**config.mk**
```make
export PLATFORM = sky130hd
export DESIGN_NAME = pc_unit
export DESIGN_NICKNAME = d
export VERILOG_FILES = /design/src/logic/core_pkg.sv /design/src/logic/pc_unit.sv
export SDC_FILE = /design/constraint.sdc
export NUM_CORES = 1
export LEC_CHECK = 0
export BUFFER_PORTS_ARGS = -buffer_cell sky130_fd_sc_hd__buf_2
export CAP_MARGIN = 20
export CORE_MARGIN = 3
export CORE_UTILIZATION = 45
export DETAILED_ROUTE_END_ITERATION = 8
export PLACE_DENSITY_LB_ADDON = 0.12
export SYNTH_ARGS = -nofsm -noshare
export SYNTH_HDL_FRONTEND = slang
export SYNTH_SLANG_ARGS = --single-unit
```
**constraint.sdc**
```tcl
create_clock -name clk -period 2.85 [get_ports clk]
set_input_delay 0.285 -clock clk [delete_from_list [all_inputs] [get_ports clk]]
set_output_delay 0.285 -clock clk [all_outputs]
set_load 0.005 [all_outputs]
```
**src/logic/core_pkg.sv**
```systemverilog
package core_pkg;

    localparam int xlen       = 32;
    localparam int num_regs   = 16;
    localparam int dmem_words = 256;
    localparam int dmem_aw    = $clog2(dmem_words);

    localparam logic [xlen-1:0] reset_pc = 32'h0000_0000;
    // addi x0, x0, 0
    localparam logic [xlen-1:0] nop_inst = 32'h0000_0013;

    // major opcodes, inst[6:0]
    localparam logic [6:0] opc_lui    = 7'b0110111;
    localparam logic [6:0] opc_auipc  = 7'b0010111;
    localparam logic [6:0] opc_jal    = 7'b1101111;
    localparam logic [6:0] opc_jalr   = 7'b1100111;
    localparam logic [6:0] opc_branch = 7'b1100011;
    localparam logic [6:0] opc_load   = 7'b0000011;
    localparam logic [6:0] opc_store  = 7'b0100011;
    localparam logic [6:0] opc_op_imm = 7'b0010011;
    localparam logic [6:0] opc_op     = 7'b0110011;

    typedef enum logic [4:0] {
        op_add, op_sub, op_and, op_or, op_xor, op_slt, op_sltu, op_sll, op_srl, op_sra,
        op_lui, op_auipc, op_jal, op_jalr,
        op_beq, op_bne, op_blt, op_bge, op_bltu, op_bgeu,
        op_load, op_store, op_nop
    } op_e;

    // order matches funct3[1:0] of loads and stores
    typedef enum logic [1:0] {
        sz_byte, sz_half, sz_word
    } size_e;

    typedef struct packed {
        op_e             op;
        logic            use_imm;
        logic [3:0]      rs1;
        logic [3:0]      rs2;
        logic [3:0]      rd;
        logic            reg_write;
        logic [xlen-1:0] imm;
        size_e           size;
        logic            load_unsigned;
    } decoded_t;

    typedef struct packed {
        logic            valid;
        logic [xlen-1:0] pc;
        logic            reg_write;
        logic [3:0]      rd;
        logic [xlen-1:0] value;
    } retire_t;

endpackage

```
**src/logic/pc_unit.sv**
```systemverilog
`timescale 1ns/1ps

module pc_unit import core_pkg::*; (
    input  logic            clk,
    input  logic            arst_n,
    input  logic            exec_done,
    input  decoded_t        dec,
    input  logic            taken,
    input  logic [xlen-1:0] rs1_data,
    output logic [xlen-1:0] pc,
    output logic            next_valid
);

    logic [xlen-1:0] next_pc;
    logic [xlen-1:0] jalr_target;

    assign jalr_target = rs1_data + dec.imm;

    always_comb begin
        if (dec.op == op_jalr) begin
            next_pc = {jalr_target[xlen-1:1], 1'b0};
        end else if (taken) begin
            // jal or a taken branch
            next_pc = pc + dec.imm;
        end else begin
            next_pc = pc + 32'd4;
        end
    end

    // next_valid sits high through reset, so the first fetch
    // happens on the first edge after release
    always_ff @(posedge clk or negedge arst_n) begin
        if (!arst_n) begin
            pc         <= reset_pc;
            next_valid <= 1'b1;
        end else begin
            next_valid <= exec_done;
            if (exec_done) begin
                pc <= next_pc;
            end
        end
    end

endmodule

```
After elaboration in Yosys (flattened, before gate mapping)
Cells that the tools add are included.
{"block": "op_classes", "addsub": 3, "eq_ne": 1, "n_mux": 2}
{"op": "$add A32 B32 Y32", "n": 2}
{"op": "$mux W32", "n": 2}
{"op": "$add A32 B3 Y32 const B", "n": 1}
{"op": "$eq A5 B4 Y1 const B", "n": 1}
{"block": "totals", "ff_bits": 33, "input_bits": 90, "output_inout_bits": 33, "word_cells": 8}

Logic depth before layout (Yosys ltp)
Gate-level depths: netlist (run 1).
{"block": "depth", "word_depth": 3, "depth_mapped": 11, "depth_no_buf": 11}

Worst setup path after synthesis (run 1)
Ideal clock, no wire load.
{"block": "synth_path", "path_kind": "register to register", "startpoint": "register pc[8]", "endpoint": "register pc[19]", "setup_time_ps": 126, "arrival_ps": 2467, "path_slack_ps": 257, "path_stages_with_launch": 11, "period_less_slack_ps": 2593, "cell_sequence": "dfrtp_1 ha_1 buf_6 a21o_1 a221o_1 a31oi_2 o31ai_2 a311oi_2 xor2_1 mux2i_1 a221o_1"}
{"block": "synth_between", "elab_chain_len": 3}
{"element": "from (decl)", "line": "pc_unit.sv:10", "rtl": "output logic [xlen-1:0] pc,"}
{"element": "from (signal assigned)", "line": "pc_unit.sv:34", "rtl": "pc <= reset_pc;"}
{"element": "from (signal assigned)", "line": "pc_unit.sv:39", "rtl": "pc <= next_pc;"}
{"element": "$add A32 B3 Y32 / $add A32 B32 Y32 (equally long branches)", "line": "pc_unit.sv:26, pc_unit.sv:24"}
{"element": "$mux W32 (*)", "line": "pc_unit.sv:22", "rtl": "end else if (taken) begin"}
{"element": "$mux W32 (*)", "line": "pc_unit.sv:20", "rtl": "if (dec.op == op_jalr) begin"}
Every way passes the cells marked *; elsewhere a longest branch is shown, timed or not.
A chain may end at the register's enable or synchronous reset.

Worst setup path in the final report (run 1)
Ends and elaborated chain as after synthesis.

==> results by stage, run 1 <==
Synth:
- The combined area of all synthesized cells is ~5700 µm².
- Synthesis instantiated 78 different standard cells from the library.
- During synthesis, Yosys emitted a total of 0 warnings.
- The most frequent cell after synthesis is a21oi_1.
- Dividing the synthesized area by the synthesized cell count gives ~7.6 µm².
- By area the synthesized netlist is led by dfrtp_1 14%, ha_1 14%, a21oi_1 7.8%.
- The fraction of post-synthesis cell area in the top cell type by area is around 14%.
- The most area-hungry cell type in the Yosys netlist is dfrtp_1.
- The total nets after synthesis is just over 900.
- The sequential-to-total area share from yosys stat is ~15%.
- The cell count after synthesis came out at approximately 750.
- After synthesis, the most frequently instantiated cells are 89 x a21oi_1, 62 x ha_1, 61 x nor2_1.
- Synthesis inferred 33 register bits.
- In the synthesized netlist the dominant register cell turns out to be dfrtp_1.
- The number of enable flip-flop cells after synthesis is 0.
- After synthesis, the share of flip-flops with an asynchronous set or reset is 100.0%.

Setup path:
- Among all stages on the critical path, the largest delay is contributed by dfrtp_1.
- The worst setup path is of the flip-flop to flip-flop kind.
- The largest single stage delay on the critical path is 0.38 ns.
- Broken down by cell family, the worst path's largest delay share belongs to compound AO/OA/AOI/OAI gates.
- Data on the critical path is required at its endpoint by about 3 ns.
- Data arrives at the worst endpoint at between 2 and 3 ns.
- The number of buffer and inverter stages on the critical path is 0.
- The worst setup path is launched from a flip-flop.
- Of all nets on the critical path, the largest fanout is 7.
- The most frequent cell on the critical path is a221o_1.
- The worst setup path is captured at a flip-flop.
- Traced cell by cell, the critical path runs through ha_1 -> and3_1 -> a221o_1 -> a31oi_2 -> o31ai_2 -> a311oi_2 -> xor2_1 -> mux2i_1 -> a221o_1.

Placed design:
- In this run the tool buffered the top-level ports with approximately 110 buffer cells.
- Once placement finished, the instance area stood at 6755 µm².
- After detailed placement, the design holds a cell count of roughly 1100.
- The HPWL after detailed placement is 15.07 mm.
- At the placement stage, the worst setup path has a slack of -0.02650 ns.
- At the end of routability-driven placement, the weighted congestion stood at approximately 0.94.

Floorplanning:
- The die is about 120 µm wide.
- In this run the count of I/O pins placed on the die edge is between 100 and 150.
- The floorplan has 40 rows.
- The die outline area is about 14000 µm².
- The die is approximately 120 µm tall.
- The area of the core is 12160 µm².
- Once the floorplan was initialized, standard cells occupied a little under half of the core.

Timing:
- The maximum operating frequency is 0.3668 GHz.
- The final setup skew is roughly 0.0043 ns.
- Setup slack closes at roughly 0.12 ns.
- The measured slew at the worst slew-check pin is between 0.8 and 0.9 ns.
- The number of failing setup endpoints in the final timing report is 0.
- Headroom to the max-slew limit came out at 42.71%.
- The hold violation count in the final report is 0.
- The max-slew violation count was 0.
- Setup repair after global routing could not meet its margin everywhere.
- The worst path uses 95.65% of the clock period.
- The shortest period the worst path allows is approximately 2.7 ns.

GRT:
- Global routing finished with a remaining overflow of 0.
- Across every metal layer, demand over resource in global routing totals a little over a quarter.
- The first-pass GRT wire length is a little over 30 mm.
- The number of global-route vias before repair came to just over 6000.
- The number of antenna violations at the first check in global routing is 0.
- The pin count of the biggest net entering global routing is 34.

Cells and area:
- With fillers left out, the area of the finished cells amounts to between 6000 and 7000 µm².
- The final-stage net count is 1050.
- The number of antenna repair diodes is 0.
- The fraction of layout instances using a drive strength above 1 is 22.85%.
- The count of cells in the finished layout, fillers not included, comes to roughly 1100.
- The area growth from synthesis to final layout is 21.86%.

Pwr:
- IR analysis of the VDD net gives a maximum drop of approximately 0.3 mV.
- Dividing total power by cell area gives a power density of 829.6 nW/µm².
- The leakage power is between 3 and 4 nW.

Clocking:
- The clock tree from TritonCTS is built.
- The level count of the clock H-tree is 2.
- The later pin in the worst-skew pair is clocked with a latency of about 0.28 ns.
- The buffer levels on the longest clock path is 2.
- The number of setup buffers added after CTS is 0.
- The clock buffer count from CTS is 5.
- After clock tree synthesis, the clock-pin slew on the worst setup and hold paths is around 0.060 ns.
- Buffers inserted to repair hold after CTS numbered 0.
- Clock tree synthesis selected as its root buffer the cell clkbuf_16.
- The clock net sink count is 33.

Hold path:
- The class of the worst hold path is input pin to async pin.

Routing:
- The total DRC errors in the routed layout is 0.
- Dividing the detail-routed via count by the number of cells gives 5.933.
- The DRC violation total after the first TritonRoute iteration is between 300 and 400.
- After detailed routing, the average wire length per cell comes to approximately 18 µm.
- Detailed routing inserted a total of between 6000 and 7000 vias.
- For this block, the routed nets add up to about 19 mm of wire.
- Once detail routing completed, the nets flagged for antenna violations numbered 0.
- The count of TritonRoute iterations in the first routing pass is 5.

Run status:
- The flow ran to the end, and the final reports show no timing, DRC or antenna violations.

Job:
- The tool flagged a number of max-cap violations equal to 0.
placed cells by master, fill, tap and decap left out, types with 25 or more instances in the layout:
cell     netlist  final
buf_4          2     62
a21o_1        36     36
nor2_1        61     60
nand2_1       57     57
buf_2          2    105
dfrtp_1       32     32
o21ai_0       39     38
nand3_1       28     28
xor2_1        25     25
a21oi_1       89     88
xnor2_1       41     41
ha_1          62     61
area by class of cell:
| cell class | instances | area [µm²] |
|---|---|---|
| fill | 1183 | 5243 |
| multi-input combinational | 671 | 4671 |
| timing repair buffer | 168 | 1011 |
| sequential | 33 | 827.0 |
| tap | 168 | 210.2 |
| clock buffer | 8 | 136.4 |
| inverter | 17 | 63.81 |
state kept, by name (all words and copies together) (netlist names):
name	count
next_valid	1
pc	32
what timing repair did:
item | CTS | global route
endpoints found under the setup margin | 0 | 6
endpoints found under the hold margin | 0 | 0
gates resized for setup | 0 | 7
final timing paths:
path	slack [ns]	endpoint	cells after the start	from
worst max-delay path	0.12	pc[19]$_DFFE_PN0P_	9	pc[8]$_DFFE_PN0P_
worst min-delay path	0.12	pc[27]$_DFFE_PN0P_	1	arst_n
worst max register to register	0.12	pc[19]$_DFFE_PN0P_	9	pc[8]$_DFFE_PN0P_
worst min register to register	0.58	pc[0]$_DFFE_PN0P_	1	pc[0]$_DFFE_PN0P_
max in group asynchronous	2.19	pc[17]$_DFFE_PN0P_	1	arst_n
min in group clk	0.41	next_valid$_DFF_PN1_	2	exec_done
routing by layer:
| metal | track usage, % | wire, µm |
|---|---|---|
| met5 | 0 | 0 |
| met4 | 7.033 | 403 |
| met3 | 3.206 | 1024 |
| met2 | 45.19 | 8808 |
| met1 | 34.74 | 8494 |
stage by stage:
stage          power [W]  setup TNS (ns)  utilization, %  hold slack, ns
2_1_floorplan   0.003805               0               -        -0.01059
3_3_place_gp    0.005047               0           55.55          0.4393
3_5_place_dp    0.005093        -0.02650           55.55          0.4475
4_1_cts         0.005675               0           56.67          0.1452
5_1_grt         0.006247       -0.007339           56.89          0.1869
6_report        0.005740               0           56.89          0.1161
power by group:
group          internal (W)  leakage (nW)  switching (W)
clock              0.000326        0.0652       0.000214
combinational       0.00197          2.74        0.00230
sequential         0.000682         0.373       0.000252
total               0.00297          3.18        0.00277
logic make-up after synthesis:
logic type,share of synthesized area [%]
flip-flops,14.57
multiplexers,1.917
buffers and inverters,3.746
XOR/XNOR,10.18
adder cells (fa/ha/maj),14.37
AO/OA/AOI/OAI,31.80
AND/OR/NAND/NOR,23.42
Power figures use the tool's default switching activity.
==> run 2, diff against run 1 <==
Settings changed: CORE_ASPECT_RATIO from default to 1.5.
==> run 2 against run 1 <==
  * Sequential share of layout area is essentially flat
  * Wire length grew 4.2%
  * Critical path type unchanged
  * Die area increased by 0.20%
  * Register-to-register slack barely moved
  * Power up 0.64%
  * Sequential power up 3.4%
  * Clock power increased by 11%
  * Hold slack got worse by 0.0083 ns
  * Count of clock-buffer cells in the layout decreased by 1
  * Global-route usage grew 1.3 points
==> results by stage, run 2 (synthesis gave the netlist of run 1 again) <==
GRT:
- The number of global-route vias before repair is 6464 (+5.7%).
- The pin count of the biggest net entering global routing is 35 (+2.9%).
- The total global routing overflow was 0 (unchanged).
- The met1 track utilization from global routing is 30.31% (-4.4 points).
- The number of antenna violations at the first check in global routing is 0 (unchanged).
- The global router's overall resource usage is 27.56% (+1.3 points).
- The first-pass GRT wire length is 31.81 mm (+4.4%).
- The met3 layer usage reported by global route was 3.157% (-0.049 points).
- The global routing usage on met2 is 54.25% (+9.1 points).
- After global routing, the most crowded layer is met2.

Routing:
- The total length of routed wires is 19.51 mm (+4.2%).
- The ratio of routed vias to standard cells came to 6.148 (+3.6%).
- The total DRC errors in the routed layout is 0 (unchanged).
- The final routed wire length divided by cell count came to 18.62 µm (+5.9%).
- The count of vias placed by the detailed router is 6443 (+2.0%).
- The number of nets with antenna violations after routing came to 0 (unchanged).
- The count of TritonRoute iterations in the first routing pass is 5 (unchanged).
- The DRC violation total after the first TritonRoute iteration is 316 (-4.5%).

Cells and area:
- The number of flip-flops under the largest register name came to 32 (unchanged).
- The commonest non-fill, non-tap cell in the layout is buf_2.
- In the final layout, the registers with the most flip-flops are pc x32, next_valid x1.
- The number of antenna repair diodes is 0 (unchanged).
- The area growth from synthesis to final layout is 21.60%.
- In the layout the commonest cells are 105 x buf_2, 88 x a21oi_1, 61 x nor2_1, 61 x ha_1, 61 x buf_4.
- The fraction of layout instances using a drive strength above 1 is 23.24% (+0.39 points).
- Ranked by flip-flop count, first place goes to pc.
- The final-stage net count is 1048 (-0.19%).
- The number of cells in the finished layout apart from fillers is 1048 (-1.6%).

Floorplanning:
- The area of the core was 12140 µm² (-0.19%).
- The number of top-level pins is 123 (unchanged).
- The chip width is 97.72 µm (-17%).
- The number of placement rows is 49 (+23%).
- The die outline area is 14030 µm² (+0.20%).
- The height of the die is 143.6 µm (+21%).
- The initial core utilization was 46.77% (+0.087 points).

Setup path:
- The cell with the largest stage delay on the worst path is ha_1.
- The maximum single-stage delay on the critical path was 0.39 ns (about the same).
- The data arrival at the endpoint of the critical path is 2.89 ns (about the same).
- The critical path is of the flip-flop to flip-flop type.
- Walking the worst path, the cells encountered are ha_1 -> and3_1 -> a221o_1 -> a31oi_2 -> o31ai_2 -> a311oi_2 -> xor2_1 -> mux2i_1 -> a221o_1.
- STA classifies the critical path startpoint as a flip-flop.
- The highest fanout seen on the critical path is 7 (unchanged).
- The most frequent cell on the critical path is a221o_1.
- The worst setup path is captured at a flip-flop.
- The critical path data required time is 3.02 ns (about the same).
- The number of buffer and inverter stages on the critical path came to 0 (unchanged).
- On the critical path the largest part of the delay comes from compound AO/OA/AOI/OAI gates.

Placed design:
- The routability congestion estimate is 0.9315 (-1.2%).
- The final HPWL from detailed placement is 15.79 mm (+4.7%).
- The instance count after placement with tap cells included is 1039 (-1.7%).
- The count of buffers inserted at the top-level ports was 105 (unchanged).

Run status:
- The run finished with clean final reports.

Clocking:
- The count of hold-fix buffers inserted at cts was 0 (unchanged).
- TritonCTS built the clock tree.
- The clock net sink count is 33 (unchanged).
- The clock edge transition at the registers on the reported setup and hold paths is 0.06 ns (about the same).
- The clock buffer count from CTS came to 5 (unchanged).
- The level count of the clock H-tree is 2 (unchanged).
- The clock tree root buffer cell is clkbuf_16.
- The buffer levels on the longest clock path is 2 (unchanged).
- The latest clock arrival within the worst-skew pair is 0.29 ns (about the same).

Timing:
- The setup TNS after final layout was 0 ns (unchanged).
- The hold violation count in the final report came to 0 (unchanged).
- The part of the cycle the worst path needs came to 95.39% (-0.26 points).
- The number of failing setup endpoints in the final timing report is 0 (unchanged).
- The measured slew at the worst slew-check pin is 0.8671 ns (+0.007726 ns).
- The max-slew violation count came to 0 (unchanged).
- The shortest period the worst path allows was 2.719 ns (-0.007341 ns).
- The final setup skew is 0.006543 ns (+0.002224 ns).
- The maximum operating frequency is 0.3678 GHz (+0.27%).
- The tightest slew margin relative to the limit is 42.19% (-0.52 points).

Pwr:
- The power density relative to cell area is 836.8 nW/µm² (+0.86%).
- The maximum VDD drop is 0.3438 mV (+15%).
- The leakage power was 3.176 nW (about the same).

Hold path:
- In this run the worst hold path is classified as input pin to async pin.

Job:
- The number of max-cap violations is 0 (unchanged).
-- run 2: where the power goes --
part / internal, W / leakage, nW / switching, W
clock network: 0.000371 / 0.0799 / 0.000231
logic: 0.00191 / 2.72 / 0.00230
registers: 0.000682 / 0.373 / 0.000284
total: 0.00297 / 3.18 / 0.00281
-- run 2: area by class of cell --
| cell class | count | area (µm²) |
|---|---|---|
| Inverter | 17 | 63.81 |
| Clock inverter | 1 | 5.005 |
| Sequential cell | 33 | 827.0 |
| Multi-Input combinational cell | 671 | 4681 |
| Fill cell | 1199 | 5235 |
| Timing Repair Buffer | 166 | 983.4 |
| Clock buffer | 7 | 152.6 |
| Tap cell | 153 | 191.4 |
-- run 2: per-layer routing --
layer / routed length [µm] / share of wire [%]
met1: 7476 / 38
met2: 10700 / 55
met4: 425 / 2.2
met3: 907 / 4.6
met5: 0 / 0
-- run 2: path summary, 6_finish.rpt --
check / startpoint / cells past startpoint / to / slack (ns)
worst min-delay path: arst_n / 1 / pc[30]$_DFFE_PN0P_ / 0.11
worst max-delay path: pc[7]$_DFFE_PN0P_ / 9 / pc[19]$_DFFE_PN0P_ / 0.13
worst min register to register: pc[0]$_DFFE_PN0P_ / 1 / pc[0]$_DFFE_PN0P_ / 0.58
min in group clk: exec_done / 2 / next_valid$_DFF_PN1_ / 0.41
worst max register to register: pc[7]$_DFFE_PN0P_ / 9 / pc[19]$_DFFE_PN0P_ / 0.13
max in group asynchronous: arst_n / 1 / pc[8]$_DFFE_PN0P_ / 2.19
-- run 2: through the flow --
| step | total power [W] | setup slack, ns | util, % | hold slack (ns) | area, µm² |
|---|---|---|---|---|---|
| 6_report | 0.005777 | 0.1313 | 56.87 | 0.1079 | 6904 |
| 3_5_place_dp | 0.005044 | -0.1387 | 55.21 | 0.4421 | 6701 |
| 2_1_floorplan | 0.003805 | 0.2573 | - | -0.01059 | 5678 |
| 3_3_place_gp | 0.004978 | -0.1335 | 55.21 | 0.4282 | 6701 |
| 4_1_cts | 0.005679 | 0.01395 | 56.50 | 0.1362 | 6859 |
| 5_1_grt | 0.006277 | -0.01093 | 56.87 | 0.1658 | 6904 |
-- run 2: worst register-to-register path, cell delays in order, from the launching register on --
cell and delay [ns]:
dfrtp_1 0.38, ha_1 0.39, and3_1 0.27, a221o_1 0.33, a31oi_2 0.24, o31ai_2 0.14, a311oi_2 0.30, xor2_1 0.17
mux2i_1 0.09, a221o_1 0.30
-- run 2: repair_timing --
| item | in CTS | in global routing |
|---|---|---|
| setup endpoints to repair | 0 | 9 |
| setup buffers | 0 | 1 |
| gates resized for setup | 0 | 8 |
| hold endpoints to repair | 0 | 0 |
==> run 3, diff against run 2 <==
Settings changed: CELL_PAD_IN_SITES_DETAIL_PLACEMENT from default to 1, CELL_PAD_IN_SITES_GLOBAL_PLACEMENT from default to 2, CORE_UTILIZATION 45 to 32, SKIP_LAST_GASP from default to 1.
==> run 3 against run 2 <==
  * Fmax increased by 0.44%
  * Register-to-register slack hardly changed
  * Largest power group unchanged
  * Combinational power rose by 8.6%
  * Via count up 0.85%
  * Clock power fell by 6.3%
  * Power increased by 5.0%
  * Non-clock buffer count up 28
  * Wire length rose by 17%
  * Sequential power fell by 3.6%
==> results by stage, run 3 (synthesis gave the netlist of run 1 again) <==
Routing:
- The ratio of routed vias to standard cells is 5.720 (-7.0%).
- The total DRC errors in the routed layout is 0 (unchanged).
- The number of nets with antenna violations after routing was 0 (unchanged).
- The total length of routed wires is 22.82 mm (+17%).
- The DRC violation total after the first TritonRoute iteration is 158 (-50%).
- The final routed wire length divided by cell count is 20.09 µm (+7.9%).
- The count of TritonRoute iterations in the first routing pass came to 4 (-1).
- The count of vias placed by the detailed router is 6498 (+0.85%).

Clocking:
- The buffer levels on the longest clock path is 2 (unchanged).
- The clock edge transition at the registers on the reported setup and hold paths was 0.06 ns (about the same).
- The level count of the clock H-tree is 2 (unchanged).
- The clock net sink count is 33 (unchanged).
- The latest clock arrival within the worst-skew pair is 0.29 ns (about the same).
- The clock tree root buffer cell is clkbuf_16.
- The clock buffer count from CTS is 5 (unchanged).
- The clock tree from TritonCTS is built.

Placed design:
- The instance count after placement with tap cells included came to 1125 (+8.3%).
- The final HPWL from detailed placement was 19.06 mm (+21%).
- The count of buffers inserted at the top-level ports came to 105 (unchanged).
- The routability congestion estimate is 0.8411 (-9.7%).
- The placed instance area is 6972 µm² (+4.0%).

Cells and area:
- Counting flops per register, the top entry is pc.
- The final instance area came to 7166 µm² (+3.8%).
- The number of fill cells in the layout is 2209 (+84%).
- The final-stage net count is 1076 (+2.7%).
- The number of flip-flops under the largest register name is 32 (unchanged).
- The number of antenna repair diodes is 0 (unchanged).
- In the final layout, the registers with the most flip-flops are pc x32, next_valid x1.
- In the layout the commonest cells are 105 x buf_2, 89 x buf_4, 88 x a21oi_1.
- The fraction of layout instances using a drive strength above 1 came to 25.35% (+2.1 points).
- The area growth from synthesis to layout is 26.20%.
- The number of cells in the finished layout apart from fillers came to 1136 (+8.4%).
- The library cell used most frequently in the layout, excluding fill and tap cells, is buf_2.

Timing:
- The hold violation count in the final report is 0 (unchanged).
- The final setup skew is 0.005525 ns (-0.001017 ns).
- The part of the cycle the worst path needs was 94.97% (-0.42 points).
- The tightest slew margin relative to the limit is 41.38% (-0.81 points).
- Setup repair after global routing could not meet its margin everywhere.
- The number of failing setup endpoints in the final timing report came to 0 (unchanged).
- The measured slew at the worst slew-check pin came to 0.8793 ns (+0.01221 ns).
- The shortest period the worst path allows is 2.707 ns (-0.01202 ns).
- The minimum hold slack is 0.1125 ns (+0.004595 ns).
- The maximum operating frequency is 0.3695 GHz (+0.44%).
- The setup TNS after final layout is 0 ns (unchanged).
- The max-slew violation count is 0 (unchanged).

Setup path:
- The capturing element of the worst setup path is pc[31]$_DFFE_PN0P_.
- The worst setup path startpoint is pc[7]$_DFFE_PN0P_.
- Traced cell by cell, the critical path runs through ha_1 -> and3_1 -> a221o_1 -> a31oi_2 -> nor4_1 -> buf_4 -> nor2_1 -> o221ai_1 -> xnor2_1 -> o221ai_1.
- The capture instance of the worst register-to-register path is pc[31]$_DFFE_PN0P_.
- The kind of cell adding the most delay to the critical path is compound AO/OA/AOI/OAI gates.
- The kind of critical path is flip-flop to flip-flop.
- The logic depth of the worst setup path including buffers came to 10 (+1).
- The most frequent cell on the critical path is o221ai_1.
- The number of buffer and inverter stages on the critical path is 1 (+1).
- The critical path data required time was 3.00 ns (-0.02 ns).
- The cell count of the worst reg-to-reg path is 10 (+1).
- The cell with the largest stage delay on the worst path is dfrtp_1.
- The type of element capturing the critical path is a flip-flop.
- The data arrival at the endpoint of the critical path was 2.85 ns (-0.04 ns).
- The maximum single-stage delay on the critical path is 0.38 ns (about the same).
- The highest fanout seen on the critical path came to 6 (-1).
- The flop-to-flop setup slack came to 0.14 ns (about the same).
- The startpoint identified for the worst register-to-register timing path is pc[7]$_DFFE_PN0P_.
- The startpoint type of the worst setup path is a flip-flop.

GRT:
- The first-pass GRT wire length was 36.29 mm (+14%).
- The pin count of the biggest net entering global routing is 35 (unchanged).
- The global router's overall resource usage is 23.36% (-4.2 points).
- The number of antenna violations at the first check in global routing is 0 (unchanged).
- The total global routing overflow is 0 (unchanged).
- The number of global-route vias before repair is 6964 (+7.7%).

Floorplanning:
- The chip width is 114.8 µm (+17%).
- The die outline area is 19410 µm² (+38%).
- The initial core utilization came to 32.73% (-14 points).
- The number of top-level pins was 123 (unchanged).
- The area of the core came to 17350 µm² (+43%).
- The height of the die is 169.1 µm (+18%).
- The number of placement rows was 59 (+20%).

Job:
- The number of max-cap violations is 0 (unchanged).

Hold path:
- The tightest min-delay check is of the input pin to async pin type.

Run status:
- The flow ran to the end, and the final reports show no timing, DRC or antenna violations.

Pwr:
- The leakage power is 3.304 nW (+4.0%).
- The power after layout is 0.006068 W (+5.0%).
- The power density relative to cell area is 846.8 nW/µm² (+1.2%).
- The maximum VDD drop was 0.3893 mV (+13%).
==> run 3: area by class of cell <==
type | instances | area, µm² | area share (%)
sequential | 33 | 827.0 | 11.54
tap | 213 | 266.5 | 3.719
clock buffer | 8 | 136.4 | 1.903
timing repair buffer | 194 | 1194 | 16.66
multi-input combinational | 671 | 4678 | 65.29
inverter | 17 | 63.81 | 0.8905
==> run 3: metal layers <==
layer / global-route usage (%) / share of wire [%] / wire length [µm] / vias to the layer above
met5: 0 / 0 / 0 / -
met4: 6.435 / 2.4 / 542 / 0
met3: 1.284 / 2.8 / 631 / 26
met2: 46.11 / 55 / 12560 / 119
met1: 26.53 / 40 / 9080 / 3173
li1: - / - / - / 3180
==> run 3: how the worst min path moves through the flow <==
stage	start	to	slack (ns)	cells after the start
floorplan	arst_n	pc[0]$_DFFE_PN0P_	-0.01	0
global placement	arst_n	pc[30]$_DFFE_PN0P_	0.46	1
detailed placement	arst_n	pc[30]$_DFFE_PN0P_	0.46	1
CTS	arst_n	pc[30]$_DFFE_PN0P_	0.15	1
global route	arst_n	pc[30]$_DFFE_PN0P_	0.19	1
finish	arst_n	pc[30]$_DFFE_PN0P_	0.11	1
==> run 3: per-stage QoR <==
stage | utilization [%] | setup slack (ns)
4_1_cts | 41.00 | 0.01374
6_report | 41.31 | 0.1433
2_1_floorplan | - | 0.2573
3_3_place_gp | 40.19 | -0.06838
3_5_place_dp | 40.19 | -0.1296
5_1_grt | 41.31 | -0.02066
==> run 3: power breakdown <==
group	switching [W]	total, W	leakage [nW]	internal [W]
registers	0.000249	0.000931	0.373	0.000682
logic	0.00249	0.00457	2.87	0.00209
clock network	0.000237	0.000563	0.0652	0.000326
==> run 3: worst register-to-register path, delay by kind of cell, from the launching register on <==
kind,cells,cell delay [ns]
AND/OR/NAND/NOR,3,0.60
adder cells (fa/ha/maj),1,0.36
flip-flops,1,0.38
AO/OA/AOI/OAI,4,0.89
XOR/XNOR,1,0.18
buffers and inverters,1,0.15
==> run 3: timing repair <==
| action | CTS | global route |
|---|---|---|
| setup buffers | 0 | 3 |
| pin swaps | 0 | 4 |
| endpoints found under the setup margin | 1 | 8 |
| gates resized for setup | 1 | 7 |
| endpoints found under the hold margin | 0 | 0 |
| hold buffers | 0 | 0 |
